<file path="config.mk">
export PLATFORM = sky130hd
export DESIGN_NAME = video_timing
export DESIGN_NICKNAME = d
export VERILOG_FILES = /design/src/video_pkg.sv /design/src/video_timing.sv
export VERILOG_INCLUDE_DIRS = /design/src
export SDC_FILE = /design/constraint.sdc
export NUM_CORES = 1
export LEC_CHECK = 0
export ABC_AREA = 1
export BUFFER_PORTS_ARGS = -buffer_cell sky130_fd_sc_hd__clkbuf_2
export CAP_MARGIN = 20
export CORE_MARGIN = 3
export CORE_UTILIZATION = 24
export DETAILED_ROUTE_END_ITERATION = 16
export HOLD_SLACK_MARGIN = 0.1
export PLACE_DENSITY = 0.49
export REMOVE_ABC_BUFFERS = 1
export SKIP_CTS_REPAIR_TIMING = 1
export SYNTH_ARGS = -nofsm -noshare
export SYNTH_HDL_FRONTEND = slang
export SYNTH_SLANG_ARGS = --single-unit
</file>
<file path="constraint.sdc">
create_clock -name clk -period 3.8 [get_ports clk]
set_clock_uncertainty 0.1 [all_clocks]
set_input_delay 0.76 -clock clk [delete_from_list [all_inputs] [get_ports clk]]
set_output_delay 0.76 -clock clk [all_outputs]
set_load 0.005 [all_outputs]
</file>
<file path="src/video_defines.svh">
// Shared constants for the arcade video back end.
// Included by the package and by every module that needs geometry,
// register layout or pipeline depth.
`ifndef VIDEO_DEFINES_SVH
`define VIDEO_DEFINES_SVH

// Horizontal geometry in pixels
`define H_TOTAL         512
`define H_VIS_START     64
`define H_VIS_END       448
`define HS_START        468
`define HS_END          500

// Vertical geometry in lines
`define V_TOTAL         262
`define V_VIS_START     16
`define V_VIS_END       240
`define VS_START        244
`define VS_END          248

// Register word offsets
`define REG_LAYER_CTRL  0
`define REG_RASTER_LINE 1

// layer_ctrl fields: enables are obj, scr1, scr2, scr3; order runs bottom to top
`define LAYER_EN_LSB    1
`define LAYER_ORDER_LSB 6

`define TRANSPARENT_COLOUR 15
`define PIXEL_LATENCY   3

`endif
</file>
<file path="src/video_pkg.sv">
// Types shared by the video back end: layer codes, register map,
// pixel and colour words, beam position, sync and bus requests.
`include "video_defines.svh"

package video_pkg;

    typedef enum logic [1:0] {
        LAYER_OBJ  = 2'd0,
        LAYER_SCR1 = 2'd1,
        LAYER_SCR2 = 2'd2,
        LAYER_SCR3 = 2'd3
    } layer_e;

    typedef enum logic [4:0] {
        MMR_LAYER_CTRL  = 5'(`REG_LAYER_CTRL),
        MMR_RASTER_LINE = 5'(`REG_RASTER_LINE)
    } mmr_reg_e;

    typedef struct packed {
        logic [4:0] group;
        logic [3:0] colour;
    } layer_pxl_t;

    typedef struct packed {
        layer_e     layer;
        logic [4:0] group;
        logic [3:0] colour;
    } pal_addr_t;

    // Palette entry, brightness in the top nibble
    typedef struct packed {
        logic [3:0] bright;
        logic [3:0] red;
        logic [3:0] green;
        logic [3:0] blue;
    } pal_colour_t;

    typedef struct packed {
        logic [7:0] red;
        logic [7:0] green;
        logic [7:0] blue;
    } rgb_t;

    typedef struct packed {
        logic [8:0] hdump;
        logic [8:0] vdump;
    } beam_t;

    typedef struct packed {
        logic hs;
        logic vs;
        logic hb;
        logic vb;
    } sync_t;

    typedef struct packed {
        logic        cs;
        logic        rnw;
        logic [4:0]  addr;
        logic [1:0]  dsn;
        logic [15:0] data;
    } cpu_req_t;

    typedef struct packed {
        logic        we;
        logic [10:0] addr;
        pal_colour_t data;
    } pal_wr_t;

endpackage

</file>
<file path="src/video_timing.sv">
// Beam timing generator. Steps the horizontal and vertical counters
// once per pixel clock enable and registers blanking and sync with them.
`timescale 1ns/1ns
`include "video_defines.svh"

module video_timing import video_pkg::*; (
    input  logic  clk,
    input  logic  rst,
    input  logic  pxl_cen,
    output beam_t beam,
    output sync_t sync,
    output logic  line_start
);

    localparam logic [8:0] H_LAST = 9'(`H_TOTAL - 1);
    localparam logic [8:0] V_LAST = 9'(`V_TOTAL - 1);

    beam_t beam_nxt;

    // Blanking outside the visible window, sync inside its range
    function automatic sync_t decode_sync(beam_t b);
        sync_t s;
        s.hb = (b.hdump < `H_VIS_START) || (b.hdump >= `H_VIS_END);
        s.vb = (b.vdump < `V_VIS_START) || (b.vdump >= `V_VIS_END);
        s.hs = (b.hdump >= `HS_START) && (b.hdump < `HS_END);
        s.vs = (b.vdump >= `VS_START) && (b.vdump < `VS_END);
        return s;
    endfunction

    always_comb begin
        beam_nxt = beam;
        if (beam.hdump == H_LAST) begin
            beam_nxt.hdump = 9'd0;
            if (beam.vdump == V_LAST) begin
                beam_nxt.vdump = 9'd0;
            end else begin
                beam_nxt.vdump = beam.vdump + 9'd1;
            end
        end else begin
            beam_nxt.hdump = beam.hdump + 9'd1;
        end
    end

    always_ff @(posedge clk or posedge rst) begin
        if (rst) begin
            beam       <= '0;
            sync       <= decode_sync('0);
            line_start <= 1'b0;
        end else begin
            // High for the clk right after hdump wrapped to 0
            line_start <= pxl_cen && (beam.hdump == H_LAST);
            if (pxl_cen) begin
                beam <= beam_nxt;
                sync <= decode_sync(beam_nxt);
            end
        end
    end

endmodule

</file>
==> key figures <==
Global route
  – Gr ovfl total: 0
  – Initial antenna violation count: 0
  – Total GRT Usage: 11.2%
  – Number of global-route vias before repair: 1,247
  – Largest net degree at the start of global routing: 27
  – First-pass GRT wire length: 5910 um

Final layout
  – Diodes inserted: 0
  – Synth-to-layout area growth: 17.4%
  – Layout cells sized above 1: 18.6%
  – Nets: 229

Synth
  – Fraction of the mapped netlist area in adder cells: 3.58%
  – Cell area after synthesis: 1400 um^2
  – Synthesized area per cell: around 7.1 um^2
  – Synth Area in Compound Gates: roughly 8.6%
  – Post-synthesis simple-gate area fraction: a little under 40%
  – Xor/xnor cell area share of the yosys netlist: less than 1%
  – Count leader, synth: nand2_1
  – Dominant combinational cell family by area after synthesis: simple AND/OR/NAND/NOR gates
  – Number of synthesis warnings: 0
  – FF+latch count, synth: 23
  – Cell variety after synth: 23
  – Yosys top cell area share: 37.6%
  – Proportion of synthesized area in mux cells: 0%
  – Number of flops mapped to enable cells by yosys: 0
  – Async SR Flop Fraction: between 90% and 100%
  – Sequential share of the synthesized area: about two fifths
  – Mapped Cells: 196
  – Largest cells by area after synthesis: dfrtp_1 38%, nand2_1 15%, nand3_1 8.2%
  – Most frequent cells after synthesis: 57 x nand2_1, 23 x nand3_1, 22 x inv_1, 21 x dfrtp_1, 21 x nor2_1
  – Main flop type after synthesis: dfrtp_1
  – Dominant cell type by area after synthesis: dfrtp_1

Timing
  – Tmin final: 2.54 ns
  – Final WS setup: 1.26 ns
  – Setup Viol. Count Final: 0
  – RSZ-0062 raised after global routing: false
  – Slew margin rel.: 37.3%
  – Setup TNS: 0 ns
  – Final Cycle Share: 66.7%
  – Worst Tran Pin Value: 0.940 ns
  – Max Clk Rate: a little under 400 MHz
  – Hold Violations, Final: 0
  – Fin. max-slew vios: 0

Min path
  – Hold Crit Class: register to register
  – Hold Path Cell Cnt: 2
  – Hold Startpoint: sync[1]

Power and ir drop
  – Peak supply drop: ~190 uV
  – Pleak: 0.845 nW
  – Pwr dens: 426 nW/um^2

Clocking
  – CTS tree: built
  – CTS buffer count: 3
  – Longest Clk Path Bufs: 2
  – # H-tree levels: 1
  – Clock sink count: 23
  – Later-pin clock latency in the skew report: about 0.26 ns
  – Clock-pin slew on the worst setup and hold paths: 0.08 ns
  – Clock Tree Root: clkbuf_8

Setup path
  – CP max stage delay: 0.41 ns
  – Worst Path Buf+Inv: 1
  – Crit Path Max Fanout: 11
  – CP Class: register to register
  – Total stage count of the critical path: 15
  – Most frequent CP cell: nor2_1
  – Crit-path cells: ha_1 > nand2_1 > nor2_1 > nand3_1 > nor2_1 > ha_1 > inv_1 > nor2_1 > nand3_1 > nand2_1 > nand2_1 > nand3_1 > nand2_1 > nor2_1 > nor2_1
  – Required @ worst endpoint: about 4 ns
  – Critical path capture point type: register
  – Worst EP arrival: 2.64 ns
  – CP delay by family, top: simple AND/OR/NAND/NOR gates
  – Worst reg2reg path startpoint: beam[9]
  – CP Launch Point: beam[9]
  – Slowest cell on the critical path: dfrtp_1
  – Worst-case reg-to-reg path depth: 15
  – Critical path launch point type: register

Place
  – Final GP Congestion: 0.809
  – Number of I/O port buffers: 25
  – Dpl ws: approximately 1.3 ns
  – HPWL Detailed: 2550 um

Drt
  – Vias per inst: 4.44
  – TritonRoute pass-1 iters: 4
  – # DRC: 0
  – Vias: 1,300
  – Avg WL per Cell: 11.6 um
  – Detailed Route WL: 3390 um
  – 1st-iter DRT viols: 55
  – ANT nets after route: 0

Die
  – Core Rows: 27
  – I/O pin cnt: 26
  – Core footprint: 5570 um^2
  – Vert. Die Dim: approximately 82 um
  – Die ar.: 6780 um^2
  – Die Width: 82.3 um
  – Starting Density: 25.1%

Run
  – Max-Cap Viols: 0

Outcome
  – Status: finished clean
## layout by cell type, fill, tap and decap left out, drive strengths merged
cell	netlist	final
nand4	7	7
dfstp	2	2
clkbuf	3	29
o21bai	2	2
inv	23	23
a21o	1	1
nor3	1	1
o21ai	18	18
ha	4	4
nand2	62	62
xor2	1	1
o21a	1	1
dfrtp	21	21
nor2	24	24
nor3b	1	1
nand3	24	24
## per-stage QoR
step                      hold WS (ns)  instances  utilization (%)  power [W]  cell area [um^2]
final                            0.369        293             29.5   0.000700              1640
after global routing             0.419        293             29.5   0.000767              1640
after CTS                        0.373        293             29.5   0.000717              1640
after detailed placement         0.361        289             28.7   0.000554              1600
after global placement           0.361        289             28.7   0.000559              1600
after floorplan                  0.357        192                -   0.000469              1380
## layout make-up
class	instances	area, um^2
sequential	23	578
tap	72	90.1
inverter	23	86.3
timing repair buffer	25	125
multi-input combinational	146	718
fill	616	3930
clock buffer	4	45.0
## cells by family (layout without fill, tap and decap cells)
| logic type | Yosys count | in the layout |
|---|---|---|
| compound gates | 22 | 22 |
| simple gates | 119 | 119 |
| flops | 23 | 23 |
| xor+xnor | 1 | 1 |
| buf+inv | 27 | 52 |
| fa+ha+maj | 4 | 4 |
## flip-flops by register name, summed over array words and instances (netlist names)
name	cells
beam	18
sync	4
line_start	1
## power breakdown
group	internal, W	leakage, nW	switching, W
combinational	0.0000830	0.537	0.000118
sequential	0.000290	0.286	0.0000550
clock	0.0000748	0.0228	0.0000783
## worst min-delay path, cell delays in order, from the launching register on
cell and delay [ns]:
dfstp_2 0.38, nand2_1 0.05, nand2_1 0.05
## final timing paths
check | endpoint | slack, ns
worst max register to register | sync[0] | 1.26
worst min register to register | sync[1] | 0.37
min in group asynchronous | beam[7] | 0.58
max in group asynchronous | beam[10] | 2.45
worst max-delay path | sync[0] | 1.26
worst min-delay path | sync[1] | 0.37
## layer usage
layer | GRT usage, % | up-vias | wire, um
met3 | 2.71 | 2 | 160
met1 | 15.2 | 589 | 1770
met5 | 0 | - | 0
met4 | 1.83 | 0 | 15
met2 | 18.2 | 24 | 1450
li1 | - | 685 | -
No activity file was read; power rests on OpenSTA's default activity.
