===== src/video_defines.svh =====
// Shared constants for the arcade video back end.
// Included by the package and by every module that needs geometry,
// register layout or pipeline depth.
`ifndef VIDEO_DEFINES_SVH
`define VIDEO_DEFINES_SVH

// Horizontal geometry in pixels
`define H_TOTAL         512
`define H_VIS_START     64
`define H_VIS_END       448
`define HS_START        468
`define HS_END          500

// Vertical geometry in lines
`define V_TOTAL         262
`define V_VIS_START     16
`define V_VIS_END       240
`define VS_START        244
`define VS_END          248

// Register word offsets
`define REG_LAYER_CTRL  0
`define REG_RASTER_LINE 1

// layer_ctrl fields: enables are obj, scr1, scr2, scr3; order runs bottom to top
`define LAYER_EN_LSB    1
`define LAYER_ORDER_LSB 6

`define TRANSPARENT_COLOUR 15
`define PIXEL_LATENCY   3

`endif

===== src/video_pkg.sv =====
// Types shared by the video back end: layer codes, register map,
// pixel and colour words, beam position, sync and bus requests.
`include "video_defines.svh"

package video_pkg;

    typedef enum logic [1:0] {
        LAYER_OBJ  = 2'd0,
        LAYER_SCR1 = 2'd1,
        LAYER_SCR2 = 2'd2,
        LAYER_SCR3 = 2'd3
    } layer_e;

    typedef enum logic [4:0] {
        MMR_LAYER_CTRL  = 5'(`REG_LAYER_CTRL),
        MMR_RASTER_LINE = 5'(`REG_RASTER_LINE)
    } mmr_reg_e;

    typedef struct packed {
        logic [4:0] group;
        logic [3:0] colour;
    } layer_pxl_t;

    typedef struct packed {
        layer_e     layer;
        logic [4:0] group;
        logic [3:0] colour;
    } pal_addr_t;

    // Palette entry, brightness in the top nibble
    typedef struct packed {
        logic [3:0] bright;
        logic [3:0] red;
        logic [3:0] green;
        logic [3:0] blue;
    } pal_colour_t;

    typedef struct packed {
        logic [7:0] red;
        logic [7:0] green;
        logic [7:0] blue;
    } rgb_t;

    typedef struct packed {
        logic [8:0] hdump;
        logic [8:0] vdump;
    } beam_t;

    typedef struct packed {
        logic hs;
        logic vs;
        logic hb;
        logic vb;
    } sync_t;

    typedef struct packed {
        logic        cs;
        logic        rnw;
        logic [4:0]  addr;
        logic [1:0]  dsn;
        logic [15:0] data;
    } cpu_req_t;

    typedef struct packed {
        logic        we;
        logic [10:0] addr;
        pal_colour_t data;
    } pal_wr_t;

endpackage


===== src/video_colmix.sv =====
// Layer priority mixer. Picks the topmost enabled, non-transparent
// layer pixel and turns it into a palette address, one pixel per pxl_cen.
`timescale 1ns/1ns
`include "video_defines.svh"

module video_colmix import video_pkg::*; (
    input  logic        clk,
    input  logic        rst,
    input  logic        pxl_cen,
    input  logic [15:0] layer_ctrl,
    input  layer_pxl_t  obj_pxl,
    input  layer_pxl_t  scr1_pxl,
    input  layer_pxl_t  scr2_pxl,
    input  layer_pxl_t  scr3_pxl,
    output pal_addr_t   pal_addr
);

    localparam pal_addr_t BACKDROP = pal_addr_t'('1);

    logic [3:0] layer_en;
    layer_pxl_t pxl_by_layer [4];
    pal_addr_t  mix_addr;
    layer_e     slot_layer;
    layer_pxl_t slot_pxl;
    logic       found;

    assign layer_en = layer_ctrl[`LAYER_EN_LSB +: 4];

    // Indexed by layer code
    assign pxl_by_layer[LAYER_OBJ]  = obj_pxl;
    assign pxl_by_layer[LAYER_SCR1] = scr1_pxl;
    assign pxl_by_layer[LAYER_SCR2] = scr2_pxl;
    assign pxl_by_layer[LAYER_SCR3] = scr3_pxl;

    // Scan slots from the top one down, the first visible pixel wins
    always_comb begin
        mix_addr   = BACKDROP;
        found      = 1'b0;
        slot_layer = LAYER_OBJ;
        slot_pxl   = '0;
        for (int i = 3; i >= 0; i--) begin
            slot_layer = layer_e'(layer_ctrl[`LAYER_ORDER_LSB + 2*i +: 2]);
            slot_pxl   = pxl_by_layer[slot_layer];
            if (!found && layer_en[slot_layer] &&
                slot_pxl.colour != 4'(`TRANSPARENT_COLOUR)) begin
                found           = 1'b1;
                mix_addr.layer  = slot_layer;
                mix_addr.group  = slot_pxl.group;
                mix_addr.colour = slot_pxl.colour;
            end
        end
    end

    always_ff @(posedge clk or posedge rst) begin
        if (rst) begin
            pal_addr <= BACKDROP;
        end else if (pxl_cen) begin
            pal_addr <= mix_addr;
        end
    end

endmodule


===== config.mk =====
export PLATFORM = sky130hd
export DESIGN_NAME = video_colmix
export DESIGN_NICKNAME = d
export VERILOG_FILES = /design/src/video_pkg.sv /design/src/video_colmix.sv
export VERILOG_INCLUDE_DIRS = /design/src
export SDC_FILE = /design/constraint.sdc
export NUM_CORES = 1
export LEC_CHECK = 0
export BUFFER_PORTS_ARGS = -buffer_cell sky130_fd_sc_hd__buf_4
export CORE_MARGIN = 2
export CORE_UTILIZATION = 30
export DETAILED_ROUTE_END_ITERATION = 10
export SYNTH_ARGS = -nofsm -noshare
export SYNTH_HDL_FRONTEND = slang
export SYNTH_SLANG_ARGS = --single-unit

===== constraint.sdc =====
create_clock -name clk -period 2.2 [get_ports clk]
set_input_delay 0.44 -clock clk [delete_from_list [all_inputs] [get_ports clk]]
set_output_delay 0.44 -clock clk [all_outputs]
set_load 0.005 [all_outputs]

==> results.json, run 1 <==
{
  "internal_power_uw": 809,
  "yosys_warnings": 0,
  "crit_path_end_kind": "flop",
  "post_drt_via_cell_ratio": 5.33,
  "cts_hold_buf": 0,
  "syn_avg_cell_area_um2": 12.3,
  "slew_violations": 0,
  "synthSimpleGateAreaFrac_pct": 7.90,
  "drive_above_1_share_pct": 62.9,
  "drv_cap": 0,
  "irDropWorstVdd_v": 0.000140,
  "layout.nets": 304,
  "start_kind": "input port",
  "drtAntennaViolNets": 0,
  "initial_core_util_pct": 31.1,
  "ctsResizeCount": 0,
  "synth_cells": 172,
  "insertion_delay_ns": 0.23,
  "period_needed_ns": 2.11,
  "final_cells": 344,
  "gp_congestion": 0.929,
  "die_h_um": 88.1,
  "r2r_cells": 2,
  "grt_start_max_net_pins": 23,
  "largest_reg_flops": 11,
  "cts_setup_buffers": 0,
  "grt_antenna_before_repair": 0,
  "syn_area_um2": 2120,
  "finalCritPeriodShare_pct": 95.9,
  "fmax_mhz": 474,
  "coreArea_um2": 6830,
  "drc_errors": 0,
  "syn_nets": 227,
  "finalSetupViolations": 0,
  "ys_seq_area_share_pct": 13.6,
  "root_buffer": "clkbuf_8",
  "critPathRequiredTime_ns": 2.35,
  "finish.utilization_pct": 41.2,
  "timing.rr.end": "pal_addr[8]",
  "drt_iter0_drc": 70,
  "cp_max_fo": 5,
  "io_buffer_count": 61,
  "synthXorXnorAreaFrac_pct": 0,
  "cts_max_path_buffers": 2,
  "total_power_uw": 1200,
  "n_fill_cell": 692,
  "path_class": "input port to flop",
  "finClkSkew_ns": 0,
  "overflow": 0,
  "p_leak_uw": 0.00122,
  "seqPwrFrac_pct": 24.7,
  "critPathArrivalTime_ns": 2.26,
  "status": "completed",
  "setup_tns_ns": 0,
  "ys_types": 37,
  "post_drt_wl_per_cell_um": 16.4,
  "synth_compound_area_share_pct": 14.9,
  "io_pins": 66,
  "relSlewSlack_pct": 75.4,
  "die_w_um": 88.1,
  "p_per_area_nw_per_um2": 426,
  "finalHoldViolCount": 0,
  "synth-seq-cells": 11,
  "path_clk_slew_ns": 0.05,
  "synth_top_family_by_area": "multiplexers",
  "drt-pass1-iter-count": 4,
  "via_count": 1834,
  "cts.sinks": 11,
  "grt_pass1_vias": 1853,
  "power.switching_uw": 391,
  "std_cell_rows": 30,
  "hold_path.class": "input port to async pin",
  "cts_tree": "done",
  "top_regs": "pal_addr x11",
  "ff_latch_area_um2": 289,
  "htree_levels": 1,
  "r2r-start": "pal_addr[8]",
  "p_clk_share_pct": 15.9,
  "syn_to_final_growth_pct": 32.7,
  "antenna_cells": 0,
  "worst_pin_slew_ns": 0.369,
  "postRouteWirelength_um": 5630,
  "dieArea_um2": 7760,
  "grt_usage_pct": 15.2,
  "grt_pass1_wl_um": 9230,
  "cts_made_buffers": 3,
  "netSwitchingFraction_pct": 32.6,
  "whs_ns": 0.466,
  "hpwl_um": 4720,
  "synth_fa_ha_area_share_pct": 0,
  "combPwrFrac_pct": 59.4,
  "r2r_slack_ns": 1.41,
  "multiInputGateArea_um2": 1600,
  "synthMuxAreaShare_pct": 53.4,
  "top_register": "pal_addr",
  "dp_cells": 340
}
## cell usage in the layout (no fill, tap or decap), drive strengths merged, types with 2 or more instances in the layout
master / Yosys / layout
nor2: 6 / 6
inv: 24 / 24
buf: 13 / 88
o211ai: 2 / 2
o221a: 5 / 5
nand2: 9 / 9
and3: 2 / 2
o311a: 2 / 2
o32a: 3 / 3
a211oi: 2 / 2
dfstp: 11 / 11
mux4: 40 / 40
clkbuf: 3 / 4
o22ai: 11 / 11
mux2: 9 / 9
nor3: 3 / 3
o21ai: 11 / 11
nand4: 3 / 3
mux2i: 7 / 7
## routing by layer
metal / share of wire, % / routed length, um / GRT usage [%]
met5: 0 / 0 / 0
met1: 46 / 2570 / 21.4
met4: 0.68 / 38 / 2.89
met3: 4.1 / 231 / 1.89
met2: 49 / 2780 / 25.7
## power by group through the flow
stage | Combinational, uW | Clock [uW] | Sequential, uW
detailed placement | 713 | 0 | 301
global route | 776 | 206 | 305
global placement | 706 | 0 | 299
floorplan | 436 | 0 | 301
finish | 713 | 191 | 297
CTS | 715 | 198 | 298
## through the flow
step | setup WS [ns] | area (um2)
3_5_place_dp | -0.173 | 2780
6_report | 0.0895 | 2820
5_1_grt | -0.000886 | 2820
3_3_place_gp | -0.151 | 2780
4_1_cts | 0.0579 | 2830
2_1_floorplan | 0.0000879 | 2120
## cell families after synthesis
family,Yosys count
flops,11
buf+inv,41
compound gates,38
simple gates,26
mux,56
## worst max-delay path by stage
stage | from | endpoint | slack [ns]
3_5_place_dp | layer_ctrl[10] | pal_addr[0] | -0.17
4_1_cts | layer_ctrl[10] | pal_addr[0] | 0.06
2_1_floorplan | layer_ctrl[10] | pal_addr[0] | 0.00009
6_report | layer_ctrl[10] | pal_addr[0] | 0.09
3_3_place_gp | layer_ctrl[10] | pal_addr[0] | -0.15
5_1_grt | layer_ctrl[10] | pal_addr[1] | -0.0009
## synth_stat cells (all sizes together)
cell type | count | area, um2
nand2 | 9 | 41.3
o211ai | 2 | 20.0
a211oi | 2 | 15.0
dfstp | 11 | 289
inv | 24 | 90.1
buf | 13 | 108
mux4 | 40 | 961
o32a | 3 | 30.0
nor2 | 6 | 41.3
o2bb2ai | 1 | 27.5
o311a | 2 | 22.5
clkbuf | 3 | 11.3
nor3 | 3 | 15.0
o21ai | 11 | 58.8
o211a | 1 | 10.0
and2 | 1 | 6.26
and3 | 2 | 12.5
o221a | 5 | 56.3
and4 | 1 | 8.76
clkinv | 1 | 8.76
mux2i | 7 | 70.1
o22ai | 11 | 75.1
or3b | 1 | 11.3
mux2 | 9 | 101
nand4 | 3 | 31.3
## critical path, cell delays in order
cell and delay (ns):
buf_4 0.13, mux4_1 0.57, and4_2 0.34, o211ai_2 0.20, nor2_2 0.07, o32a_1 0.37, o22ai_1 0.14
## layout make-up
cell class,count,share of cell area [%]
clock buffers,4,1.60
multi-input cells,120,56.9
flip-flops and latches,11,10.3
well taps,96,4.27
repair buffers,88,23.5
inverters,25,3.51
(Power assumes the default switching activity.)
==> run 2: changes to the inputs <==
CORE_UTILIZATION = 57   (was 30)
PLACE_DENSITY = 0.88   (was unset)
SETUP_SLACK_MARGIN = 0.05   (was unset)
==> run 2 against run 1 <==
  * Global-route usage grew 13 points
  * Critical path depth rose by 1
  * Power up 2.6%
  * First-iteration DRC count is 47% higher
  * Design area decreased by 1.1%
  * Combinational power increased by 3.9%
  * Sequential share of layout area is 0.11 points higher
  * Clock power increased by 3%
==> results.json, run 2 (synthesis gave the netlist of run 1 again) <==
{
  "period_needed_ns": 2.06,
  "worst_pin_slew_ns": 0.360,
  "fmax_mhz": 485,
  "die_h_um": 65.0,
  "finalHoldViolCount": 0,
  "hold_path.class": "input port to async pin",
  "grt_pass1_wl_um": 9030,
  "setup_tns_ns": 0,
  "dieArea_um2": 4230,
  "postRouteWirelength_um": 5460,
  "grt_pass1_vias": 1830,
  "overflow": 0,
  "cts_hold_buf": 0,
  "crit_path_end_kind": "flop",
  "cp_top_family": "multiplexers",
  "critPathArrivalTime_ns": 2.22,
  "final_area_um2": 2790,
  "root_buffer": "clkbuf_8",
  "io_pins": 66,
  "drt_iter0_drc": 103,
  "final_cells": 298,
  "antenna_cells": 0,
  "crit_chain": "buf_4 > mux4_2 > and4_4 > buf_4 > nor2_8 > mux2i_1 > o221a_1 > o22ai_1",
  "htree_levels": 1,
  "cts_tree": "done",
  "drc_errors": 0,
  "top_register": "pal_addr",
  "cts_max_path_buffers": 2,
  "path_class": "input port to flop",
  "total_power_uw": 1230,
  "n_fill_cell": 237,
  "io_buffer_count": 61,
  "initial_core_util_pct": 58.8,
  "cts.sinks": 11,
  "drv_cap": 0,
  "post_drt_wl_per_cell_um": 18.3,
  "rsz0062_at_grt": "false",
  "std_cell_rows": 22,
  "irDropWorstVdd_v": 0.000186,
  "grt_usage_pct": 28.5,
  "cp_max_fo": 7,
  "hpwl_um": 4520,
  "finalCritPeriodShare_pct": 93.6,
  "path_clk_slew_ns": 0.05,
  "cts_setup_buffers": 0,
  "relSlewSlack_pct": 76.0,
  "insertion_delay_ns": 0.23,
  "slew_violations": 0,
  "syn_to_final_growth_pct": 31.2,
  "post_dp_cell_area_um2": 2740,
  "p_leak_uw": 0.00122,
  "critPathRequiredTime_ns": 2.36,
  "layout_common_cells": "buf_4, mux4_2, inv_1",
  "slowest_stage": "mux4_2",
  "slowest_delay_ns": 0.53,
  "cts_made_buffers": 3,
  "top_regs": "pal_addr x11",
  "via_count": 1888,
  "drive_above_1_share_pct": 65.2,
  "p_per_area_nw_per_um2": 442,
  "post_drt_via_cell_ratio": 6.34,
  "die_w_um": 65.0,
  "whs_ns": 0.453,
  "largest_reg_flops": 11,
  "grt_antenna_before_repair": 0,
  "path_buf_inv": 2,
  "finClkSkew_ns": 0,
  "cpMostUsedCell": "buf_4",
  "start_kind": "input port",
  "gp_congestion": 0.898,
  "dp_cells": 294,
  "drtAntennaViolNets": 0,
  "status": "completed",
  "drt-pass1-iter-count": 4,
  "coreArea_um2": 3610,
  "grt_start_max_net_pins": 23,
  "layout.nets": 306,
  "layout_commonest_cell": "buf_4",
  "finalSetupViolations": 0
}
==> run 2: report_power, final <==
part           switching, uW  leakage [uW]  total (uW)  internal (uW)
logic                    321       0.00108         741            421
registers               21.2      0.000115         295            274
clock network           68.9     0.0000228         196            127
==> run 2: through the flow <==
step / setup WS (ns) / utilization, %
floorplan: 0.0482 / -
global placement: -0.220 / 76.0
detailed placement: -0.279 / 76.0
CTS: 0.0549 / 77.3
global route: 0.0524 / 77.2
finish: 0.140 / 77.2
==> run 2: cell type report <==
class / instances / area, um2 / area share, %
well taps: 48 / 60.1 / 2.16
repair buffers: 90 / 676 / 24.3
flip-flops and latches: 11 / 289 / 10.4
multi-input cells: 120 / 1620 / 58.0
clock buffers: 4 / 45.0 / 1.62
inverters: 25 / 98.8 / 3.55
==> run 2: timing repair <==
| action | in CTS | in global routing |
|---|---|---|
| hold endpoints to repair | 0 | 0 |
| resized for setup | 2 | 5 |
| gates cloned | 0 | 0 |
| endpoints found under the setup margin | 5 | 6 |
==> run 2: final timing paths <==
path | start | to | slack (ns) | cells past startpoint
hold reg to reg | pal_addr[6] | pal_addr[6] | 0.47 | 2
setup / recovery | layer_ctrl[10] | pal_addr[8] | 0.14 | 8
hold / removal | rst | pal_addr[7] | 0.45 | 2
max in group asynchronous | rst | pal_addr[10] | 1.72 | 2
min in group clk | pal_addr[6] | pal_addr[6] | 0.47 | 2
setup reg to reg | pal_addr[10] | pal_addr[10] | 1.39 | 2
==> run 2: worst reg2reg max path: stages (launching register included) <==
cell and delay [ns]:
dfstp_2 0.53, inv_1 0.04, o22ai_1 0.16
==> run 2: per-layer routing <==
layer  vias to the layer above  GRT usage (%)  part of all wire (%)
li1                        868              -                     -
met1                       916           39.0                    41
met2                        99           49.6                    52
met3                         5           1.74                   6.6
met4                         0           7.55                  0.88
met5                         -              0                     0
