<file path="config.mk">
export PLATFORM = sky130hd
export DESIGN_NAME = video_mmr
export DESIGN_NICKNAME = d
export VERILOG_FILES = /design/src/video_pkg.sv /design/src/video_mmr.sv
export VERILOG_INCLUDE_DIRS = /design/src
export SDC_FILE = /design/constraint.sdc
export NUM_CORES = 1
export LEC_CHECK = 0
export BUFFER_PORTS_ARGS = -buffer_cell sky130_fd_sc_hd__buf_2
export CAP_MARGIN = 20
export CORE_UTILIZATION = 40
export CTS_BUF_LIST = sky130_fd_sc_hd__clkbuf_4
export CTS_CLUSTER_DIAMETER = 120
export CTS_CLUSTER_SIZE = 10
export DETAILED_ROUTE_END_ITERATION = 7
export PLACE_DENSITY_LB_ADDON = 0.05
export SLEW_MARGIN = 15
export SYNTH_ARGS = -nofsm -noshare
export SYNTH_HDL_FRONTEND = slang
export SYNTH_SLANG_ARGS = --single-unit
</file>
<file path="constraint.sdc">
create_clock -name clk -period 2.39 [get_ports clk]
set_clock_uncertainty 0.2 [all_clocks]
set_input_delay 0.478 -clock clk [delete_from_list [all_inputs] [get_ports clk]]
set_output_delay 0.478 -clock clk [all_outputs]
set_load 0.01 [all_outputs]
</file>
<file path="src/video_defines.svh">
// Shared constants for the arcade video back end.
// Included by the package and by every module that needs geometry,
// register layout or pipeline depth.
`ifndef VIDEO_DEFINES_SVH
`define VIDEO_DEFINES_SVH

// Horizontal geometry in pixels
`define H_TOTAL         512
`define H_VIS_START     64
`define H_VIS_END       448
`define HS_START        468
`define HS_END          500

// Vertical geometry in lines
`define V_TOTAL         262
`define V_VIS_START     16
`define V_VIS_END       240
`define VS_START        244
`define VS_END          248

// Register word offsets
`define REG_LAYER_CTRL  0
`define REG_RASTER_LINE 1

// layer_ctrl fields: enables are obj, scr1, scr2, scr3; order runs bottom to top
`define LAYER_EN_LSB    1
`define LAYER_ORDER_LSB 6

`define TRANSPARENT_COLOUR 15
`define PIXEL_LATENCY   3

`endif
</file>
<file path="src/video_pkg.sv">
// Types shared by the video back end: layer codes, register map,
// pixel and colour words, beam position, sync and bus requests.
`include "video_defines.svh"

package video_pkg;

    typedef enum logic [1:0] {
        LAYER_OBJ  = 2'd0,
        LAYER_SCR1 = 2'd1,
        LAYER_SCR2 = 2'd2,
        LAYER_SCR3 = 2'd3
    } layer_e;

    typedef enum logic [4:0] {
        MMR_LAYER_CTRL  = 5'(`REG_LAYER_CTRL),
        MMR_RASTER_LINE = 5'(`REG_RASTER_LINE)
    } mmr_reg_e;

    typedef struct packed {
        logic [4:0] group;
        logic [3:0] colour;
    } layer_pxl_t;

    typedef struct packed {
        layer_e     layer;
        logic [4:0] group;
        logic [3:0] colour;
    } pal_addr_t;

    // Palette entry, brightness in the top nibble
    typedef struct packed {
        logic [3:0] bright;
        logic [3:0] red;
        logic [3:0] green;
        logic [3:0] blue;
    } pal_colour_t;

    typedef struct packed {
        logic [7:0] red;
        logic [7:0] green;
        logic [7:0] blue;
    } rgb_t;

    typedef struct packed {
        logic [8:0] hdump;
        logic [8:0] vdump;
    } beam_t;

    typedef struct packed {
        logic hs;
        logic vs;
        logic hb;
        logic vb;
    } sync_t;

    typedef struct packed {
        logic        cs;
        logic        rnw;
        logic [4:0]  addr;
        logic [1:0]  dsn;
        logic [15:0] data;
    } cpu_req_t;

    typedef struct packed {
        logic        we;
        logic [10:0] addr;
        pal_colour_t data;
    } pal_wr_t;

endpackage

</file>
<file path="src/video_mmr.sv">
// CPU register block: layer control and raster line registers with
// byte-lane writes, registered readback and the raster line interrupt.
`timescale 1ns/1ns

module video_mmr import video_pkg::*; (
    input  logic        clk,
    input  logic        rst,
    input  cpu_req_t    cpu_req,
    input  logic        line_start,
    input  logic [8:0]  vdump,
    output logic [15:0] mmr_dout,
    output logic [15:0] layer_ctrl,
    output logic        raster
);

    logic [15:0] raster_line;
    logic        wr_en;
    logic        rd_en;
    mmr_reg_e    reg_sel;
    logic [15:0] rd_data;

    // dsn[1] guards the upper byte, dsn[0] the lower one
    function automatic logic [15:0] merge_bytes(
        logic [15:0] cur,
        logic [15:0] din,
        logic [1:0]  dsn
    );
        logic [15:0] res;
        res = cur;
        if (!dsn[1]) begin
            res[15:8] = din[15:8];
        end
        if (!dsn[0]) begin
            res[7:0] = din[7:0];
        end
        return res;
    endfunction

    assign wr_en   = cpu_req.cs && !cpu_req.rnw;
    assign rd_en   = cpu_req.cs && cpu_req.rnw;
    assign reg_sel = mmr_reg_e'(cpu_req.addr);

    always_comb begin
        case (reg_sel)
            MMR_LAYER_CTRL:  rd_data = layer_ctrl;
            MMR_RASTER_LINE: rd_data = raster_line;
            default:         rd_data = 16'd0;
        endcase
    end

    always_ff @(posedge clk or posedge rst) begin
        if (rst) begin
            layer_ctrl  <= 16'd0;
            raster_line <= 16'd0;
        end else if (wr_en) begin
            case (reg_sel)
                MMR_LAYER_CTRL:
                    layer_ctrl <= merge_bytes(layer_ctrl, cpu_req.data, cpu_req.dsn);
                MMR_RASTER_LINE:
                    raster_line <= merge_bytes(raster_line, cpu_req.data, cpu_req.dsn);
                default: ;
            endcase
        end
    end

    // Read data holds until the next read
    always_ff @(posedge clk or posedge rst) begin
        if (rst) begin
            mmr_dout <= 16'd0;
        end else if (rd_en) begin
            mmr_dout <= rd_data;
        end
    end

    // vdump already shows the new line while line_start is high
    always_ff @(posedge clk or posedge rst) begin
        if (rst) begin
            raster <= 1'b0;
        end else begin
            raster <= line_start && (vdump == raster_line[8:0]);
        end
    end

endmodule

</file>
==> results_dict.tcl, run 1 <==
set metrics [dict create \
    netlist.area_leader.share_pct 58.23 \
    cts_tree "done" \
    synth-seq-cells 49 \
    slew_headroom_pct 53.80 \
    syn_nets 194 \
    fin_crit_sh_pct 72.44 \
    startpoint "cpu_req[19]" \
    numCtsBuffers 5 \
    ios 70 \
    antenna_found_initial 0 \
    grt_pass1_wl_um 7286 \
    reg2regPathDepth 3 \
    cts-root-buf "clkbuf_4" \
    rsz0062_at_grt "false" \
    r2r-end "raster" \
    p_int_mw 1.089 \
    max_cap_viol_count 0 \
    status "completed" \
    fmax_mhz 577.6 \
    die_w_um 74.56 \
    crit_fanout 8 \
    min_delay_path_depth 3 \
    track_usage_pct 18.03 \
    critical_path_required_ns 2.45 \
    ant_nets 0 \
    tightest_slew_ns 0.6913 \
    post-route-drc-count 0 \
    finalCriticalPeriod_ns 1.731 \
    cts_sinks 49 \
    tns_ns 0 \
    row_count 26 \
    seq_area_mm2 0.001226 \
    utilization_pct 51.60 \
    r2r_slack_ns 1.16 \
    drive_above_1_share_pct 50.00 \
    hold_end "raster" \
    dieArea_mm2 0.005558 \
    routabilityCongestion 0.6852 \
    p_per_area_mw_per_mm2 566.0 \
    grt_pass1_vias 1505 \
    initial_core_util_pct 41.49 \
    yosys_warnings 0 \
    power_frac_comb_pct 13.8 \
    hold_path.class "primary input to register" \
    setup_viol 0 \
    ys_types 18 \
    netlist_area_mm2 0.002106 \
    timing.hold.ws_ns 0.1109 \
    peakVddDrop_mv 0.3075 \
    area_growth_pct 24.36 \
    hpwl_um 3414 \
    vias 1490 \
    drt_first_iter_violations 36 \
    crit_type "primary input to register" \
    worstHoldStart "line_start" \
    ys_top_cells_by_area "dfrtp_1 58%, mux2_2 17%, mux2i_1 7.6%" \
    hold_viol_final 0 \
    avgSynthCellArea_um2 13.41 \
    nFillCells 476 \
    r2r_start "raster_line[2]" \
    fin_area_mm2 0.002619 \
    finalWirelength_um 4654 \
    htree_levels 2 \
    grt_overflow_total 0 \
    clk_latency_ns 0.36 \
    leakagePower_nw 1.438 \
    clockBufferDepth 2 \
    synth_top_area_cell "dfrtp_1" \
    totalPowerFinal_mw 1.482 \
    grt_max_degree 27 \
    wl_per_cell_um 15.31 \
    die_h_um 74.56 \
    crit_path_start_kind "primary input" \
    synth_cells 157 \
    switching_power_mw 0.3937 \
    nets 270 \
    clkTransAtPathRegs_ns 0.14 \
    layout_commonest_cell "buf_2" \
    drv_slew 0 \
    drt-pass1-iter-count 6 \
    n_antenna_cell 0 \
    p_seq_share_pct 61.4 \
    p_sw_share_pct 26.56 \
    dpl_cell_area_mm2 0.002559 \
    final_cell_mix "69 x buf_2, 49 x dfrtp_1, 32 x mux2_2" \
    multiInputGateArea_um2 853.3 \
    crit_arrival_ns 1.79 \
    end_kind "register" \
    io_buffers 69 \
    clkPwrFrac_pct 24.8 \
    core-area_mm2 0.005075 \
    vias_per_cell 4.901 \
    synth-seq-area-share_pct 58.23 \
]
-- flip-flops by register name, indices dropped and copies added (netlist names) --
register / flops
raster_line: 16
raster: 1
mmr_dout: 16
layer_ctrl: 16
-- worst max-delay path by stage --
stage | to | slack, ns | cells past startpoint
after floorplan | layer_ctrl[0] | 0.54 | 1
after global placement | layer_ctrl[0] | 0.26 | 4
after detailed placement | layer_ctrl[1] | 0.26 | 4
after CTS | layer_ctrl[7] | 0.66 | 4
after global routing | layer_ctrl[6] | 0.57 | 4
final | layer_ctrl[7] | 0.66 | 4
-- layer usage --
layer	routed length (um)	track usage (%)	vias to the layer above
met5	0	0	-
met4	57	5.031	0
met3	230	4.743	5
li1	-	-	703
met1	2198	24.91	735
met2	2169	28.13	47
-- critical path: stages --
cell and delay [ns]:
buf_2 0.11, nor4_4 0.43, nand4b_2 0.38, mux2_2 0.38
-- cells in the mapped netlist --
| cell type | number |
|---|---|
| nand4_2 | 2 |
| buf_2 | 2 |
| nor4_4 | 1 |
| mux2_2 | 32 |
| nor2_1 | 2 |
| nand2_1 | 18 |
| dfrtp_1 | 49 |
| xnor2_1 | 9 |
| nand4b_2 | 2 |
| nor3_1 | 1 |
| o21ai_0 | 13 |
| nand3_1 | 1 |
| inv_1 | 1 |
| clkbuf_2 | 1 |
| clkbuf_1 | 2 |
| nand4_1 | 2 |
| o21ai_1 | 3 |
| mux2i_1 | 16 |
-- cell type report --
cell class	count	share of cell area, %
Inverter	1	0.1433
Sequential cell	49	46.82
Timing Repair Buffer	74	15.19
Clock inverter	3	0.4778
Multi-Input combinational cell	102	32.58
Clock buffer	5	1.433
Tap cell	70	3.344
-- power groups by stage --
stage	sequential [mW]	combinational (mW)	clock (mW)
final	0.911	0.204	0.368
after global routing	0.917	0.224	0.412
after CTS	0.910	0.208	0.376
after detailed placement	0.926	0.206	0
after global placement	0.923	0.202	0
after floorplan	0.931	0.106	0
-- per-stage QoR --
step,std cells,setup WS (ns)
final,304,0.6587
after global routing,304,0.5683
after CTS,304,0.6571
after detailed placement,295,0.2551
after global placement,295,0.2630
after floorplan,157,0.5392
-- repair_timing --
action | 4_1_cts | 5_1_grt
hold buffers | 1 | 0
gates resized for setup | 0 | 0
buffers inserted | 0 | 0
endpoints found under the hold margin | 23 | 0
-- logic make-up after synthesis --
kind of cell / Yosys count / synth area share, %
flip-flops: 49 / 58.23
multiplexers: 48 / 24.72
AND/OR/NAND/NOR: 29 / 8.258
AO/OA/AOI/OAI: 16 / 3.802
XOR/XNOR: 9 / 3.744
buffers and inverters: 6 / 1.248
No activity file was read; power rests on OpenSTA's default activity.
==> inputs of run 2 (changes only) <==
clock period = 1.7 ns   (was 2.39 ns; I/O delays follow)
==> results_dict.tcl, run 2 (synthesis gave the netlist of run 1 again) <==
set metrics [dict create \
    crit_type "register to output port" \
    p_seq_share_pct 60.0 \
    grt_max_degree 37 \
    cts_tree "done" \
    leakagePower_nw 1.496 \
    post_cts_resized 0 \
    multiInputGateArea_um2 853.3 \
    final_cell_mix "69 x buf_2, 49 x dfrtp_1, 32 x mux2_2" \
    p_int_mw 1.603 \
    cts_sinks 49 \
    vias 1518 \
    max_cap_viol_count 0 \
    drt_first_iter_violations 70 \
    area_growth_pct 29.89 \
    die_h_um 74.56 \
    io_buffers 69 \
    track_usage_pct 17.89 \
    ant_nets 0 \
    p_sw_share_pct 24.81 \
    routabilityCongestion 0.7040 \
    finalWirelength_um 4624 \
    fmax_mhz 682.0 \
    switching_power_mw 0.5288 \
    n_antenna_cell 0 \
    max_stage_delay_ns 0.43 \
    critPathBufInv 1 \
    hold_viol_final 0 \
    clkPwrFrac_pct 26.0 \
    clkTransAtPathRegs_ns 0.13 \
    clockBufferDepth 2 \
    crit_fanout 3 \
    seq_area_mm2 0.001226 \
    drive_above_1_share_pct 52.46 \
    status "completed" \
    ios 70 \
    slew_headroom_pct 77.23 \
    tightest_slew_ns 0.3408 \
    grt_pass1_vias 1498 \
    finalCriticalPeriod_ns 1.466 \
    crit_path_start_kind "register" \
    dieArea_mm2 0.005558 \
    crit_arrival_ns 0.93 \
    rsz0062_at_grt "false" \
    initial_core_util_pct 41.49 \
    end_kind "output port" \
    critical_path_required_ns 1.16 \
    cp_top_family "flip-flops" \
    timing.hold.ws_ns 0.02827 \
    cts_setup_buffers 0 \
    core-area_mm2 0.005075 \
    vias_per_cell 4.834 \
    cp_cell_sequence "buf_2" \
    hold_buffers 2 \
    numCtsBuffers 5 \
    hpwl_um 3529 \
    antenna_found_initial 0 \
    grt_pass1_wl_um 7203 \
    grt_overflow_total 0 \
    p_per_area_mw_per_mm2 779.4 \
    reg_top3 "layer_ctrl (16), mmr_dout (16), raster_line (16)" \
    peakVddDrop_mv 0.4549 \
    cts-root-buf "clkbuf_4" \
    htree_levels 2 \
    power_frac_comb_pct 14.0 \
    nFillCells 484 \
    nets 280 \
    fin_crit_sh_pct 86.26 \
    totalPowerFinal_mw 2.132 \
    hold_path.class "primary input to register" \
    post-route-drc-count 0 \
    layout_commonest_cell "buf_2" \
    row_count 26 \
    cpMaxStageDelayCell "dfrtp_1" \
    die_w_um 74.56 \
    setup_viol 0 \
    drt-pass1-iter-count 4 \
    drv_slew 0 \
    wl_per_cell_um 14.73 \
    clk_latency_ns 0.35 \
]
[run 2: cell types whose count changed in the layout (fill, tap and decap cells not counted)]
cell           previous run  this run
clkinv_2                  1         0
buf_4                     3        10
buf_12                    1         3
inv_2                     1         0
clkinv_1                  2         0
dlygate4sd3_1             1         2
clkbuf_4                  5         8
clkinvlp_4                0         1
[run 2: worst reg2reg max path, stage by stage (launching register included)]
cell	delay [ns]
dfrtp_1	0.43
xnor2_1	0.18
nand4_1	0.13
nor3_1	0.19
[run 2: worst paths after layout]
check                                     end  cells past startpoint  slack, ns      startpoint
min in group asynchronous         mmr_dout[1]                      3       0.29             rst
max in group asynchronous         mmr_dout[6]                      4       0.53             rst
worst max register to register         raster                      3       0.50  raster_line[8]
worst min register to register   mmr_dout[11]                      2       0.29    mmr_dout[11]
worst max-delay path            layer_ctrl[2]                      1       0.23   layer_ctrl[2]
worst min-delay path            layer_ctrl[6]                      2       0.03      cpu_req[6]
[run 2: power groups by stage]
stage	Combinational (mW)	Clock (mW)	Sequential, mW
after floorplan	0.150	0	1.31
after global placement	0.293	0	1.30
after detailed placement	0.299	0	1.30
after CTS	0.304	0.575	1.28
after global routing	0.328	0.618	1.29
final	0.299	0.555	1.28
[run 2: cell type report]
| type | count | share of cell area [%] |
|---|---|---|
| flip-flops and latches | 49 | 44.83 |
| repair buffers | 84 | 18.30 |
| inverters | 1 | 0.2745 |
| well taps | 70 | 3.202 |
| multi-input cells | 102 | 31.20 |
| clock buffers | 8 | 2.196 |
[run 2: metal layers]
metal	GRT usage [%]	wire length, um	vias to the layer above
met4	7.547	54	0
met3	3.252	197	5
met2	26.73	2151	41
met1	25.61	2220	746
met5	0	0	-
li1	-	-	726
[run 2: per-stage QoR]
| step | std cells | utilization [%] | area [um2] | worst slack (ns) | setup TNS [ns] |
|---|---|---|---|---|---|
| after floorplan | 157 | - | 2110 | 0.04074 | 0 |
| after CTS | 314 | 53.90 | 2735 | 0.2073 | 0 |
| after global placement | 304 | 52.32 | 2655 | -0.06211 | -1.660 |
| after detailed placement | 304 | 52.32 | 2655 | -0.09261 | -2.064 |
| after global routing | 314 | 53.90 | 2735 | 0.1765 | 0 |
| final | 314 | 53.90 | 2735 | 0.2336 | 0 |
==> inputs of run 3 (changes only) <==
clock period = 1.67 ns   (was 1.7 ns; I/O delays follow)
==> results_dict.tcl, run 3 (synthesis gave the netlist of run 1 again) <==
set metrics [dict create \
    nets 283 \
    antenna_found_initial 0 \
    hold_viol_final 0 \
    routabilityCongestion 0.7040 \
    n_antenna_cell 0 \
    cts_sinks 49 \
    crit_path_start_kind "register" \
    p_per_area_mw_per_mm2 786.5 \
    critical_path_required_ns 1.14 \
    seq_area_mm2 0.001226 \
    fin_crit_sh_pct 87.34 \
    track_usage_pct 17.89 \
    leakagePower_nw 1.509 \
    utilization_pct 54.49 \
    worst_slack_ns 0.2115 \
    peakVddDrop_mv 0.4632 \
    multiInputGateArea_um2 853.3 \
    cp_cell_sequence "buf_2" \
    totalPowerFinal_mw 2.175 \
    cpMaxStageDelayCell "dfrtp_1" \
    numCtsBuffers 5 \
    crit_fanout 3 \
    highest_layer "met4" \
    max_stage_delay_ns 0.43 \
    htree_levels 2 \
    ios 70 \
    wl_per_cell_um 14.60 \
    rsz0062_at_grt "false" \
    hold_path.class "primary input to register" \
    max_cap_viol_count 0 \
    dpl_cell_area_mm2 0.002655 \
    drive_above_1_share_pct 51.82 \
    grt_max_degree 37 \
    fin_area_mm2 0.002765 \
    reg2regPathDepth 3 \
    r2r-end "raster" \
    final_cell_mix "69 x buf_2, 49 x dfrtp_1, 32 x mux2_2" \
    initial_core_util_pct 41.49 \
    reg_top3 "layer_ctrl (16), mmr_dout (16), raster_line (16)" \
    status "completed" \
    nFillCells 483 \
    crit_arrival_ns 0.92 \
    clockBufferDepth 2 \
    dp.cells 304 \
    vias_per_cell 4.826 \
    drt-pass1-iter-count 4 \
    crit_type "register to output port" \
    die_w_um 74.56 \
    r2r_slack_ns 0.47 \
    io_buffers 69 \
    cp.depth 1 \
    grt_pass1_vias 1500 \
    hpwl_um 3529 \
    clk_latency_ns 0.35 \
    layout_commonest_cell "buf_2" \
    cp-endpoint "layer_ctrl[2]" \
    grt_overflow_total 0 \
    critPathBufInv 1 \
    die_h_um 74.56 \
    cts_tree "done" \
    cp_top_family "flip-flops" \
    dieArea_mm2 0.005558 \
    drv_slew 0 \
    wl_met1_um 2229 \
    ant_nets 0 \
    row_count 26 \
    setup_viol 0 \
    r2r_start "raster_line[8]" \
    vias 1530 \
    cts-root-buf "clkbuf_4" \
    cts_setup_buffers 0 \
    clkTransAtPathRegs_ns 0.13 \
    core-area_mm2 0.005075 \
    slew_headroom_pct 77.36 \
    drt_first_iter_violations 88 \
    finalWirelength_um 4627 \
    fmax_mhz 685.6 \
    post-route-drc-count 0 \
    end_kind "output port" \
    met3_length_um 197 \
    tightest_slew_ns 0.3389 \
    tns_ns 0 \
    wl_met2_um 2145 \
    post-place-ws_ns -0.1166 \
    startpoint "layer_ctrl[2]" \
    layoutNonFillerInstCount 317 \
    area_growth_pct 31.31 \
    finalCriticalPeriod_ns 1.459 \
    grt_pass1_wl_um 7203 \
    timing.hold.ws_ns 0.02704 \
]
run 3: cell count changes in the layout (fill, tap and decap cells not counted):
cell / delta
dlygate4sd3_1: +3
run 3: worst min-delay path by stage:
stage                    start               to  cells after the start
floorplan                  rst    layer_ctrl[0]                      1
global placement           rst  raster_line[14]                      2
detailed placement         rst  raster_line[14]                      2
CTS                 cpu_req[3]    layer_ctrl[3]                      2
global route        cpu_req[0]    layer_ctrl[0]                      2
finish              cpu_req[1]    layer_ctrl[1]                      2
run 3: routing by layer:
metal	vias up	GRT usage, %
met1	753	25.61
met2	41	26.73
met5	-	0
met4	0	7.547
met3	5	3.252
li1	731	-
run 3: area by class of cell:
cell class | count | area share (%)
Timing Repair Buffer | 87 | 19.19
Tap cell | 70 | 3.167
Sequential cell | 49 | 44.34
Clock buffer | 8 | 2.172
Multi-Input combinational cell | 102 | 30.86
Inverter | 1 | 0.2715
run 3: repair_timing:
item,in CTS,in global routing
endpoints found under the setup margin,0,0
hold buffers,3,2
gates resized for setup,0,0
hold endpoints to repair,15,4
run 3: power breakdown:
part | switching [mW] | total, mW | internal [mW]
clock | 0.346 | 0.564 | 0.218
sequential | 0.0480 | 1.30 | 1.25
combinational | 0.144 | 0.310 | 0.166
total | 0.538 | 2.17 | 1.64
